===== src/source/uart_data_pkg.sv =====
// data path types for the transmit and receive streams
// receive fifo word keeps the error code above the byte

package uart_data_pkg;

   // one character on the line
   typedef logic [7:0] uart_byte_t;

   ////////////////////////////
   // receive status
   ////////////////////////////

   // framing wins over parity when a frame has both
   typedef enum logic [1:0] {
      err_none   = 2'b00,
      err_frame  = 2'b01,
      err_parity = 2'b10
   } rx_err_t;

   // receive fifo word
   // [9:8] error code
   // [7:0] received byte
   typedef logic [9:0] rx_entry_t;

endpackage


===== src/source/uart_cfg_pkg.sv =====
// frame format settings for both line directions
// encodings match the legacy control field values
// baud divisor is integer only so no fractional rates

package uart_cfg_pkg;

   ////////////////////////////
   // parity
   ////////////////////////////

   // bit 1 enables parity and bit 0 selects the odd sense
   // even parity bit equals the xor of the eight data bits
   typedef enum logic [1:0] {
      par_none = 2'b00,
      par_even = 2'b10,
      par_odd  = 2'b11
   } parity_mode_t;

   ////////////////////////////
   // stop bits and baud
   ////////////////////////////

   // number of stop bits after data or parity
   typedef enum logic {
      stop_one = 1'b0,
      stop_two = 1'b1
   } stop_mode_t;

   // 16x tick period is this value plus one app_clk cycles
   typedef logic [15:0] baud_div_t;

endpackage

===== src/source/uart_core.sv =====
`timescale 1ns/1ps
// uart core on a single clock with valid/ready host streams
// FIFO depths must be powers of two
// config inputs are expected stable while a frame is on the line

module uart_core
   import uart_cfg_pkg::*, uart_data_pkg::*;
#(
   parameter int TX_DEPTH = 8,
   parameter int RX_DEPTH = 8
) (
   input  logic         app_clk,
   input  logic         reset_n,
   // frame format
   input  logic         cfg_rx_enable,
   input  logic         cfg_tx_enable,
   input  stop_mode_t   cfg_stop,
   input  parity_mode_t cfg_parity,
   input  baud_div_t    cfg_baud_div,
   // host transmit stream
   input  logic         tx_valid,
   output logic         tx_ready,
   input  uart_byte_t   tx_data,
   // host receive stream
   output logic         rx_valid,
   input  logic         rx_ready,
   output uart_byte_t   rx_data,
   output rx_err_t      rx_err,
   output logic         rx_overrun,
   // line
   input  logic         si,
   output logic         so
);

   logic       baud_tick;
   logic       txq_valid;
   logic       txq_ready;
   uart_byte_t txq_data;
   logic       rxq_valid;
   logic       rxq_ready;
   rx_entry_t  rxq_data;
   rx_entry_t  rx_word;

   uart_baud_gen baud_gen0 (
      .app_clk      (app_clk),
      .reset_n      (reset_n),
      .cfg_baud_div (cfg_baud_div),
      .baud_tick    (baud_tick)
   );

   //////////////////////////////
   // transmit path
   //////////////////////////////

   uart_sync_fifo #(.WIDTH($bits(uart_byte_t)), .DEPTH(TX_DEPTH)) tx_fifo0 (
      .app_clk   (app_clk),
      .reset_n   (reset_n),
      .in_valid  (tx_valid),
      .in_ready  (tx_ready),
      .in_data   (tx_data),
      .out_valid (txq_valid),
      .out_ready (txq_ready),
      .out_data  (txq_data)
   );

   uart_tx_fsm tx_fsm0 (
      .app_clk       (app_clk),
      .reset_n       (reset_n),
      .baud_tick     (baud_tick),
      .cfg_tx_enable (cfg_tx_enable),
      .cfg_stop      (cfg_stop),
      .cfg_parity    (cfg_parity),
      .rd_valid      (txq_valid),
      .rd_ready      (txq_ready),
      .rd_data       (txq_data),
      .so            (so)
   );

   //////////////////////////////
   // receive path
   //////////////////////////////

   uart_rx_fsm rx_fsm0 (
      .app_clk       (app_clk),
      .reset_n       (reset_n),
      .baud_tick     (baud_tick),
      .cfg_rx_enable (cfg_rx_enable),
      .cfg_stop      (cfg_stop),
      .cfg_parity    (cfg_parity),
      .si            (si),
      .wr_valid      (rxq_valid),
      .wr_ready      (rxq_ready),
      .wr_data       (rxq_data),
      .rx_overrun    (rx_overrun)
   );

   uart_sync_fifo #(.WIDTH($bits(rx_entry_t)), .DEPTH(RX_DEPTH)) rx_fifo0 (
      .app_clk   (app_clk),
      .reset_n   (reset_n),
      .in_valid  (rxq_valid),
      .in_ready  (rxq_ready),
      .in_data   (rxq_data),
      .out_valid (rx_valid),
      .out_ready (rx_ready),
      .out_data  (rx_word)
   );

   // split fifo word into byte and status
   assign rx_data = rx_word[7:0];
   assign rx_err  = rx_err_t'(rx_word[9:8]);

endmodule


===== src/source/uart_tx_fsm.sv =====
`timescale 1ns/1ps
// transmit machine on the 16x baud enable
// every bit lasts 16 ticks and the next byte follows the last stop
// parity sense is taken when the byte is loaded

module uart_tx_fsm
   import uart_cfg_pkg::*, uart_data_pkg::*;
(
   input  logic         app_clk,
   input  logic         reset_n,
   input  logic         baud_tick,
   input  logic         cfg_tx_enable,
   input  stop_mode_t   cfg_stop,
   input  parity_mode_t cfg_parity,
   input  logic         rd_valid,
   output logic         rd_ready,
   input  uart_byte_t   rd_data,
   output logic         so
);

   typedef enum logic [2:0] {idle, start, data, parity, stop1, stop2} tx_state_t;

   tx_state_t  state;
   logic [3:0] tick_cnt;
   logic [2:0] bit_cnt;
   uart_byte_t shift_q;
   logic       par_q;
   logic       bit_end;
   logic       last_stop;
   logic       load;

   // last tick of the current bit
   assign bit_end   = baud_tick && (tick_cnt == 4'd15);
   assign last_stop = (state == stop2) || ((state == stop1) && (cfg_stop == stop_one));
   // start from idle on any tick or back to back after the last stop
   assign load      = cfg_tx_enable && rd_valid &&
                      (((state == idle) && baud_tick) || (last_stop && bit_end));
   // one cycle pop of the fifo head
   assign rd_ready  = load;

   // byte and parity bit
   always_ff @(posedge app_clk) begin
      if (load) begin
         shift_q <= rd_data;
         par_q   <= ^rd_data ^ (cfg_parity == par_odd);
      end else if (bit_end && ((state == start) || (state == data))) begin
         shift_q <= shift_q >> 1;
      end
   end

   //////////////////////////////
   // bit sequencer
   //////////////////////////////

   always_ff @(posedge app_clk) begin
      if (!reset_n) begin
         state    <= idle;
         tick_cnt <= '0;
         bit_cnt  <= '0;
         so       <= 1'b1;
      end else if (load) begin
         state    <= start;
         tick_cnt <= '0;
         bit_cnt  <= '0;
         so       <= 1'b0;
      end else if (baud_tick && (state != idle)) begin
         tick_cnt <= tick_cnt + 4'd1;
         if (bit_end) begin
            case (state)
               start: begin
                  state <= data;
                  so    <= shift_q[0];
               end
               data: begin
                  if (bit_cnt != 3'd7) begin
                     bit_cnt <= bit_cnt + 3'd1;
                     so      <= shift_q[0];
                  end else if (cfg_parity == par_none) begin
                     state <= stop1;
                     so    <= 1'b1;
                  end else begin
                     state <= parity;
                     so    <= par_q;
                  end
               end
               parity: begin
                  state <= stop1;
                  so    <= 1'b1;
               end
               // line already high here
               stop1: begin
                  if (cfg_stop == stop_two) begin
                     state <= stop2;
                  end else begin
                     state <= idle;
                  end
               end
               default: begin
                  state <= idle;
                  so    <= 1'b1;
               end
            endcase
         end
      end
   end

   // every path into idle leaves the line at mark
   a_idle_high: assert property (@(posedge app_clk) disable iff (!reset_n)
      (state == idle) |-> so);

endmodule


===== src/source/uart_rx_fsm.sv =====
`timescale 1ns/1ps
// receive machine on the 16x baud enable
// needs 8 ticks of low to accept a start bit
// fifo space is checked once per frame at start acceptance
// a frame seen with a full fifo is dropped with one overrun pulse

module uart_rx_fsm
   import uart_cfg_pkg::*, uart_data_pkg::*;
(
   input  logic         app_clk,
   input  logic         reset_n,
   input  logic         baud_tick,
   input  logic         cfg_rx_enable,
   input  stop_mode_t   cfg_stop,
   input  parity_mode_t cfg_parity,
   input  logic         si,
   output logic         wr_valid,
   input  logic         wr_ready,
   output rx_entry_t    wr_data,
   output logic         rx_overrun
);

   typedef enum logic [2:0] {idle, start, data, parity, stop1, stop2} rx_state_t;

   rx_state_t  state;
   logic       si_meta;
   logic       si_s;
   // ticks since the last sample point
   logic [3:0] tick_cnt;
   logic [2:0] bit_cnt;
   uart_byte_t data_q;
   // frame owns a fifo slot
   logic       keep_q;
   logic       par_err_q;
   logic       frm_err_q;
   logic       sample;
   logic       last_stop;
   logic       frm_err;
   rx_err_t    err_code;

   //////////////////////////////
   // line synchroniser
   //////////////////////////////

   // two flops, both at mark level in reset
   always_ff @(posedge app_clk) begin
      if (!reset_n) begin
         si_meta <= 1'b1;
         si_s    <= 1'b1;
      end else begin
         si_meta <= si;
         si_s    <= si_meta;
      end
   end

   //////////////////////////////
   // sample point and fifo word
   //////////////////////////////

   // bit centre is 16 ticks after the previous one
   assign sample    = baud_tick && (tick_cnt == 4'd15);
   assign last_stop = (state == stop2) || ((state == stop1) && (cfg_stop == stop_one));
   // include the stop bit being sampled right now
   assign frm_err   = frm_err_q || !si_s;
   assign err_code  = frm_err ? err_frame : (par_err_q ? err_parity : err_none);
   assign wr_valid  = sample && last_stop && keep_q;
   assign wr_data   = {err_code, data_q};

   // data shifts in lsb first
   always_ff @(posedge app_clk) begin
      if (sample && (state == data)) begin
         data_q <= {si_s, data_q[7:1]};
      end
   end

   //////////////////////////////
   // frame state machine
   //////////////////////////////

   always_ff @(posedge app_clk) begin
      if (!reset_n) begin
         state      <= idle;
         tick_cnt   <= '0;
         bit_cnt    <= '0;
         keep_q     <= 1'b0;
         par_err_q  <= 1'b0;
         frm_err_q  <= 1'b0;
         rx_overrun <= 1'b0;
      end else begin
         rx_overrun <= 1'b0;
         if (baud_tick) begin
            tick_cnt <= tick_cnt + 4'd1;
            case (state)
               idle: begin
                  // first low tick counts as tick one of eight
                  if (cfg_rx_enable && !si_s) begin
                     state    <= start;
                     tick_cnt <= '0;
                  end
               end
               start: begin
                  if (si_s) begin
                     // glitch
                     state <= idle;
                  end else if (tick_cnt == 4'd6) begin
                     state      <= data;
                     tick_cnt   <= '0;
                     bit_cnt    <= '0;
                     keep_q     <= wr_ready;
                     rx_overrun <= !wr_ready;
                     par_err_q  <= 1'b0;
                     frm_err_q  <= 1'b0;
                  end
               end
               data: begin
                  if (sample) begin
                     bit_cnt <= bit_cnt + 3'd1;
                     if (bit_cnt == 3'd7) begin
                        if (cfg_parity == par_none) begin
                           state <= stop1;
                        end else begin
                           state <= parity;
                        end
                     end
                  end
               end
               parity: begin
                  if (sample) begin
                     // expected bit is the data xor plus one for odd
                     if (si_s != (^data_q ^ (cfg_parity == par_odd))) begin
                        par_err_q <= 1'b1;
                     end
                     state <= stop1;
                  end
               end
               stop1: begin
                  if (sample) begin
                     frm_err_q <= frm_err;
                     if (cfg_stop == stop_two) begin
                        state <= stop2;
                     end else begin
                        state <= idle;
                     end
                  end
               end
               stop2: begin
                  if (sample) begin
                     state <= idle;
                  end
               end
               default: state <= idle;
            endcase
         end
      end
   end

   // slot reserved at start acceptance and nothing else fills the fifo
   a_wr_accepted: assert property (@(posedge app_clk) disable iff (!reset_n)
      wr_valid |-> wr_ready);

endmodule


===== src/source/uart_sync_fifo.sv =====
`timescale 1ns/1ps
// single clock fifo with valid/ready on both sides
// DEPTH must be a power of two and at least 2
// flags are registered and follow a transfer by one cycle

module uart_sync_fifo #(
   parameter int WIDTH = 8,
   parameter int DEPTH = 8
) (
   input  logic             app_clk,
   input  logic             reset_n,
   input  logic             in_valid,
   output logic             in_ready,
   input  logic [WIDTH-1:0] in_data,
   output logic             out_valid,
   input  logic             out_ready,
   output logic [WIDTH-1:0] out_data
);

   localparam int AW = $clog2(DEPTH);

   logic [WIDTH-1:0] mem [DEPTH];
   // pointers carry one extra wrap bit
   logic [AW:0]      wr_ptr;
   logic [AW:0]      rd_ptr;
   logic [AW:0]      wr_ptr_nxt;
   logic [AW:0]      rd_ptr_nxt;
   logic [AW:0]      fill;
   logic             push;
   logic             pop;

   assign push       = in_valid && in_ready;
   assign pop        = out_valid && out_ready;
   assign wr_ptr_nxt = wr_ptr + {{AW{1'b0}}, push};
   assign rd_ptr_nxt = rd_ptr + {{AW{1'b0}}, pop};
   // occupancy seen by the flags
   assign fill       = wr_ptr - rd_ptr;

   always_ff @(posedge app_clk) begin
      if (!reset_n) begin
         wr_ptr    <= '0;
         rd_ptr    <= '0;
         // held low through reset
         in_ready  <= 1'b0;
         out_valid <= 1'b0;
      end else begin
         wr_ptr    <= wr_ptr_nxt;
         rd_ptr    <= rd_ptr_nxt;
         // full when only the wrap bit differs
         in_ready  <= (wr_ptr_nxt ^ rd_ptr_nxt) != {1'b1, {AW{1'b0}}};
         out_valid <= wr_ptr_nxt != rd_ptr_nxt;
      end
   end

   // storage
   always_ff @(posedge app_clk) begin
      if (push) begin
         mem[wr_ptr[AW-1:0]] <= in_data;
      end
   end

   // head of queue
   assign out_data = mem[rd_ptr[AW-1:0]];

   // registered flags must agree with the pointers
   a_no_write_full: assert property (@(posedge app_clk) disable iff (!reset_n)
      push |-> fill != (AW+1)'(DEPTH));
   a_no_read_empty: assert property (@(posedge app_clk) disable iff (!reset_n)
      pop |-> fill != '0);

endmodule


===== src/source/uart_baud_gen.sv =====
`timescale 1ns/1ps
// 16x baud enable as a one cycle pulse on app_clk
// a new divisor is picked up at the next reload
// divisor zero gives a tick on every cycle

module uart_baud_gen
   import uart_cfg_pkg::*;
(
   input  logic      app_clk,
   input  logic      reset_n,
   input  baud_div_t cfg_baud_div,
   output logic      baud_tick
);

   // cycles left until the next tick
   baud_div_t div_cnt;

   ////////////////////////////
   // divisor down counter
   ////////////////////////////

   always_ff @(posedge app_clk) begin
      if (!reset_n) begin
         // restart so first tick comes one cycle after reset
         div_cnt   <= '0;
         baud_tick <= 1'b0;
      end else if (div_cnt == '0) begin
         // reload and fire
         div_cnt   <= cfg_baud_div;
         baud_tick <= 1'b1;
      end else begin
         div_cnt   <= div_cnt - 16'd1;
         baud_tick <= 1'b0;
      end
   end

   // period check
   // counter runs div..0 so ticks are div plus one cycles apart

endmodule


===== config.mk =====
export PLATFORM = sky130hd
export DESIGN_NAME = uart_core
export DESIGN_NICKNAME = d
export VERILOG_FILES = /design/src/source/uart_data_pkg.sv /design/src/source/uart_cfg_pkg.sv /design/src/source/uart_core.sv /design/src/source/uart_tx_fsm.sv /design/src/source/uart_rx_fsm.sv /design/src/source/uart_sync_fifo.sv /design/src/source/uart_baud_gen.sv
export SDC_FILE = /design/constraint.sdc
export NUM_CORES = 1
export LEC_CHECK = 0
export BUFFER_PORTS_ARGS = -buffer_cell sky130_fd_sc_hd__buf_2
export CORE_ASPECT_RATIO = 0.9
export CORE_MARGIN = 4
export CORE_UTILIZATION = 40
export CTS_CLUSTER_DIAMETER = 100
export DETAILED_ROUTE_END_ITERATION = 12
export PLACE_DENSITY = 0.62
export SLEW_MARGIN = 20
export SYNTH_ARGS = -nofsm -noshare
export SYNTH_HDL_FRONTEND = slang
export SYNTH_SLANG_ARGS = --single-unit
export TNS_END_PERCENT = 100

===== constraint.sdc =====
create_clock -name app_clk -period 5.56 [get_ports app_clk]
set_clock_uncertainty 0.1 [all_clocks]
set_input_delay 1.112 -clock app_clk [delete_from_list [all_inputs] [get_ports app_clk]]
set_output_delay 1.112 -clock app_clk [all_outputs]
set_load 0.03 [all_outputs]

==> metrics.txt <==
run status=finished clean; period utilization=approximately two thirds; TNS Setup=0 ns; gr ovfl total=0; Bufs and invs on worst path=1; routed wire length=18700 um; Post-CTS Repair Setup Buffers=0; largest fanout on the critical path=22; Power Density=352 nW/um^2; #FFs+latches synth=between 200 and 250; layout cell share with drive strength beyond 1=roughly a fifth; Synth Warn #=0; worst slack, placed=about 2.4 ns; critical path, cell by cell=mux4_2 -> mux2_2 -> buf_2; clock slew at reported path FFs=approximately 0.060 ns; Core ar.=23500 um^2; vias in the first global route=5798; Hold Crit Depth=1; Crit. End Element=output port; Max VDD drop=0.277 mV; EDFF count, synth=between 150 and 200; first-pass GRT wire length=a little over 30000 um; Final Wtd Congestion=0.790; commonest non-fill, non-tap cells in the layout=161 x edfxtp_1, 66 x nor2_1, 64 x dfxtp_1; Worst Setup Path Type=flip-flop to output port; Async SR Flop Fraction=0%; initial DRC count=~250; Residual DRC=0; cell family with most CP delay=flip-flops; slew margin rel.=29.3%; total CTS buffers=24; HP Class=flip-flop to flip-flop; die width=approximately 170 um; Synth Cell Area=9580 um^2; Antenna Cells=0; Clock Path Buffers=3; Pleak=approximately 3.7 nW; area grow syn2layout=13.6%; min-delay src=rx_fsm0.si_meta; most common cell after layout, fill and taps aside=edfxtp_1; Distinct cells, synth=63; Req. time, crit path=approximately 4.4 ns; Startpoint Class=flip-flop; sequential cell area fraction in the yosys report=a little under two thirds; critical path arrival=2.42 ns; DRT antenna net count=0; R2R Setup Slk=2.47 ns; top_reg_cell synth=edfxtp_1; Initial Util=40.8%; CP max stage delay=about 1.0 ns; via count=roughly 5.4k; HPWL after DPL=about 12000 um; R2R Path End=rx_fifo0.mem[1][4]; final hold violations=0; Die Y=155 um; cells after synthesis=approximately 660; Mapped Avg Cell Area=roughly 15 um^2; Max Cap Viol=0; GRT Resource Usage Total=approximately 14%; CTS tree=built; syn_nets=between 700 and 800; number of buffers added on ports=47; Setup-failing EPs final=0; vias per cell=~5.3; Max Slew Vio Count=0; fill count=roughly 2.1k; f_max=0.275 GHz; Tightest Pin Transition=approximately 1.1 ns; r2r worst-path depth=5; WL/cell=~18 um; clock tree sinks=~230; FF-to-FF Start=baud_gen0.baud_tick; largest net degree at the start of global routing=34; IO Count=48; clk root buf=clkbuf_16; row count=53; RSZ-0062 raised after global routing=no; final net count=around 760; die area=approximately 26000 um^2; cts hold-fix bufs=0; Critical-path top delay cell=dfxtp_1; H-tree Lvls=1; post-cts resize count=0; Hold Path Sink=rx_fsm0.si_s; antenna violations before repair=0; Final WS setup=1.93 ns; Tmin final=3.63 ns; worst skew pair latency=~0.50 ns; 1st-pass router iterations=4
## power breakdown
group	total, mW	leakage, nW	switching (mW)	internal, mW
combinational	0.374	1.37	0.205	0.169
sequential	1.91	1.95	0.0630	1.85
clock	1.55	0.368	0.620	0.929
total	3.84	3.69	0.888	2.95
## registers in the layout, summed over array words and instances (netlist names), 8 cells and up
| signal | count |
|---|---|
| rx_fsm0.data_q | 8 |
| tx_fifo0.mem | 64 |
| baud_gen0.div_cnt | 16 |
| rx_fifo0.mem | 80 |
| tx_fsm0.shift_q | 8 |
## cell families after synthesis
| kind of cell | count (synthesis) | share of synthesized area, % |
|---|---|---|
| AOI/OAI and AO/OA | 80 | 5.67 |
| xor gates and xnor gates | 54 | 5.45 |
| adders and majority gates | 17 | 2.22 |
| buffers and inverters | 38 | 1.69 |
| DFF | 225 | 63.9 |
| muxes | 64 | 11.6 |
| and+or+nand+nor | 178 | 9.48 |
## synth_stat cells, types with 3 or more instances
library cell  number  area, um^2
and2_1            15        93.8
buf_2              3        15.0
mux2_1             3        33.8
a21oi_1           24         120
nand3_1            8        40.0
nand2b_1          18         113
nor3_1            13        65.1
or4_1              4        30.0
nor3b_1            3        22.5
o2111ai_1          3        26.3
nand2_1           22        82.6
inv_1              8        30.0
dfxtp_1           64        1280
ha_1              17         213
o21ai_0            3        15.0
xnor3_1            3        67.6
mux2i_1           10         100
o21ai_1           10        50.1
mux4_2            33         743
xnor2_1           22         193
mux2_2            14         158
xor2_1            28         245
a211oi_1          12        90.1
nor2b_1            8        50.1
clkbuf_1          23        86.3
nor2_1            67         251
and3_1             3        18.8
a31oi_1            3        18.8
edfxtp_1         161        4830
## final cells by class
cell class | count | area [um^2] | share of cell area [%]
Sequential cell | 225 | 6120 | 56.2
Multi-Input combinational cell | 393 | 3330 | 30.6
Timing Repair Buffer | 50 | 258 | 2.37
Clock buffer | 34 | 669 | 6.15
Inverter | 10 | 37.5 | 0.345
Clock inverter | 9 | 97.6 | 0.897
Tap cell | 302 | 378 | 3.47
## per-stage QoR
stage / total power, mW / instance area [um^2] / utilization, % / hold slack (ns) / instances
after global placement: 2.29 / 10100 / 43.1 / 0.300 / 980
after CTS: 3.87 / 10900 / 46.3 / 0.308 / 1023
after detailed placement: 2.32 / 10100 / 43.1 / 0.294 / 980
final: 3.84 / 10900 / 46.4 / 0.308 / 1023
after floorplan: 2.22 / 9580 / - / 0.286 / 656
after global routing: 4.00 / 10900 / 46.4 / 0.342 / 1023
## per-layer routing
layer  track usage, %  share of wire, %  vias up
li1                 -                 -     2579
met1             18.2                42     2701
met2             25.5                51      101
met3             2.71               4.5       26
met4             3.58               1.9        0
met5                0                 0        -
## how the worst max path moves through the flow
stage | slack (ns) | to | from | cells past startpoint
floorplan | 2.58 | rx_data[0] | rx_fifo0.rd_ptr[0] | 3
CTS | 1.86 | rx_data[4] | rx_fifo0.rd_ptr[1] | 3
finish | 1.93 | rx_data[4] | rx_fifo0.rd_ptr[1] | 3
detailed placement | 2.39 | rx_fifo0.mem[3][3] | baud_gen0.baud_tick | 5
global placement | 2.44 | rx_data[4] | rx_fifo0.rd_ptr[1] | 3
global route | 1.79 | rx_data[4] | rx_fifo0.rd_ptr[1] | 3
## worst register-to-register path: cells and delay by family (launching register included)
kind             cells  cell delay (ns)
AND/OR/NAND/NOR      5             1.88
flip-flops           1             0.72
No activity file was read; power rests on OpenSTA's default activity.
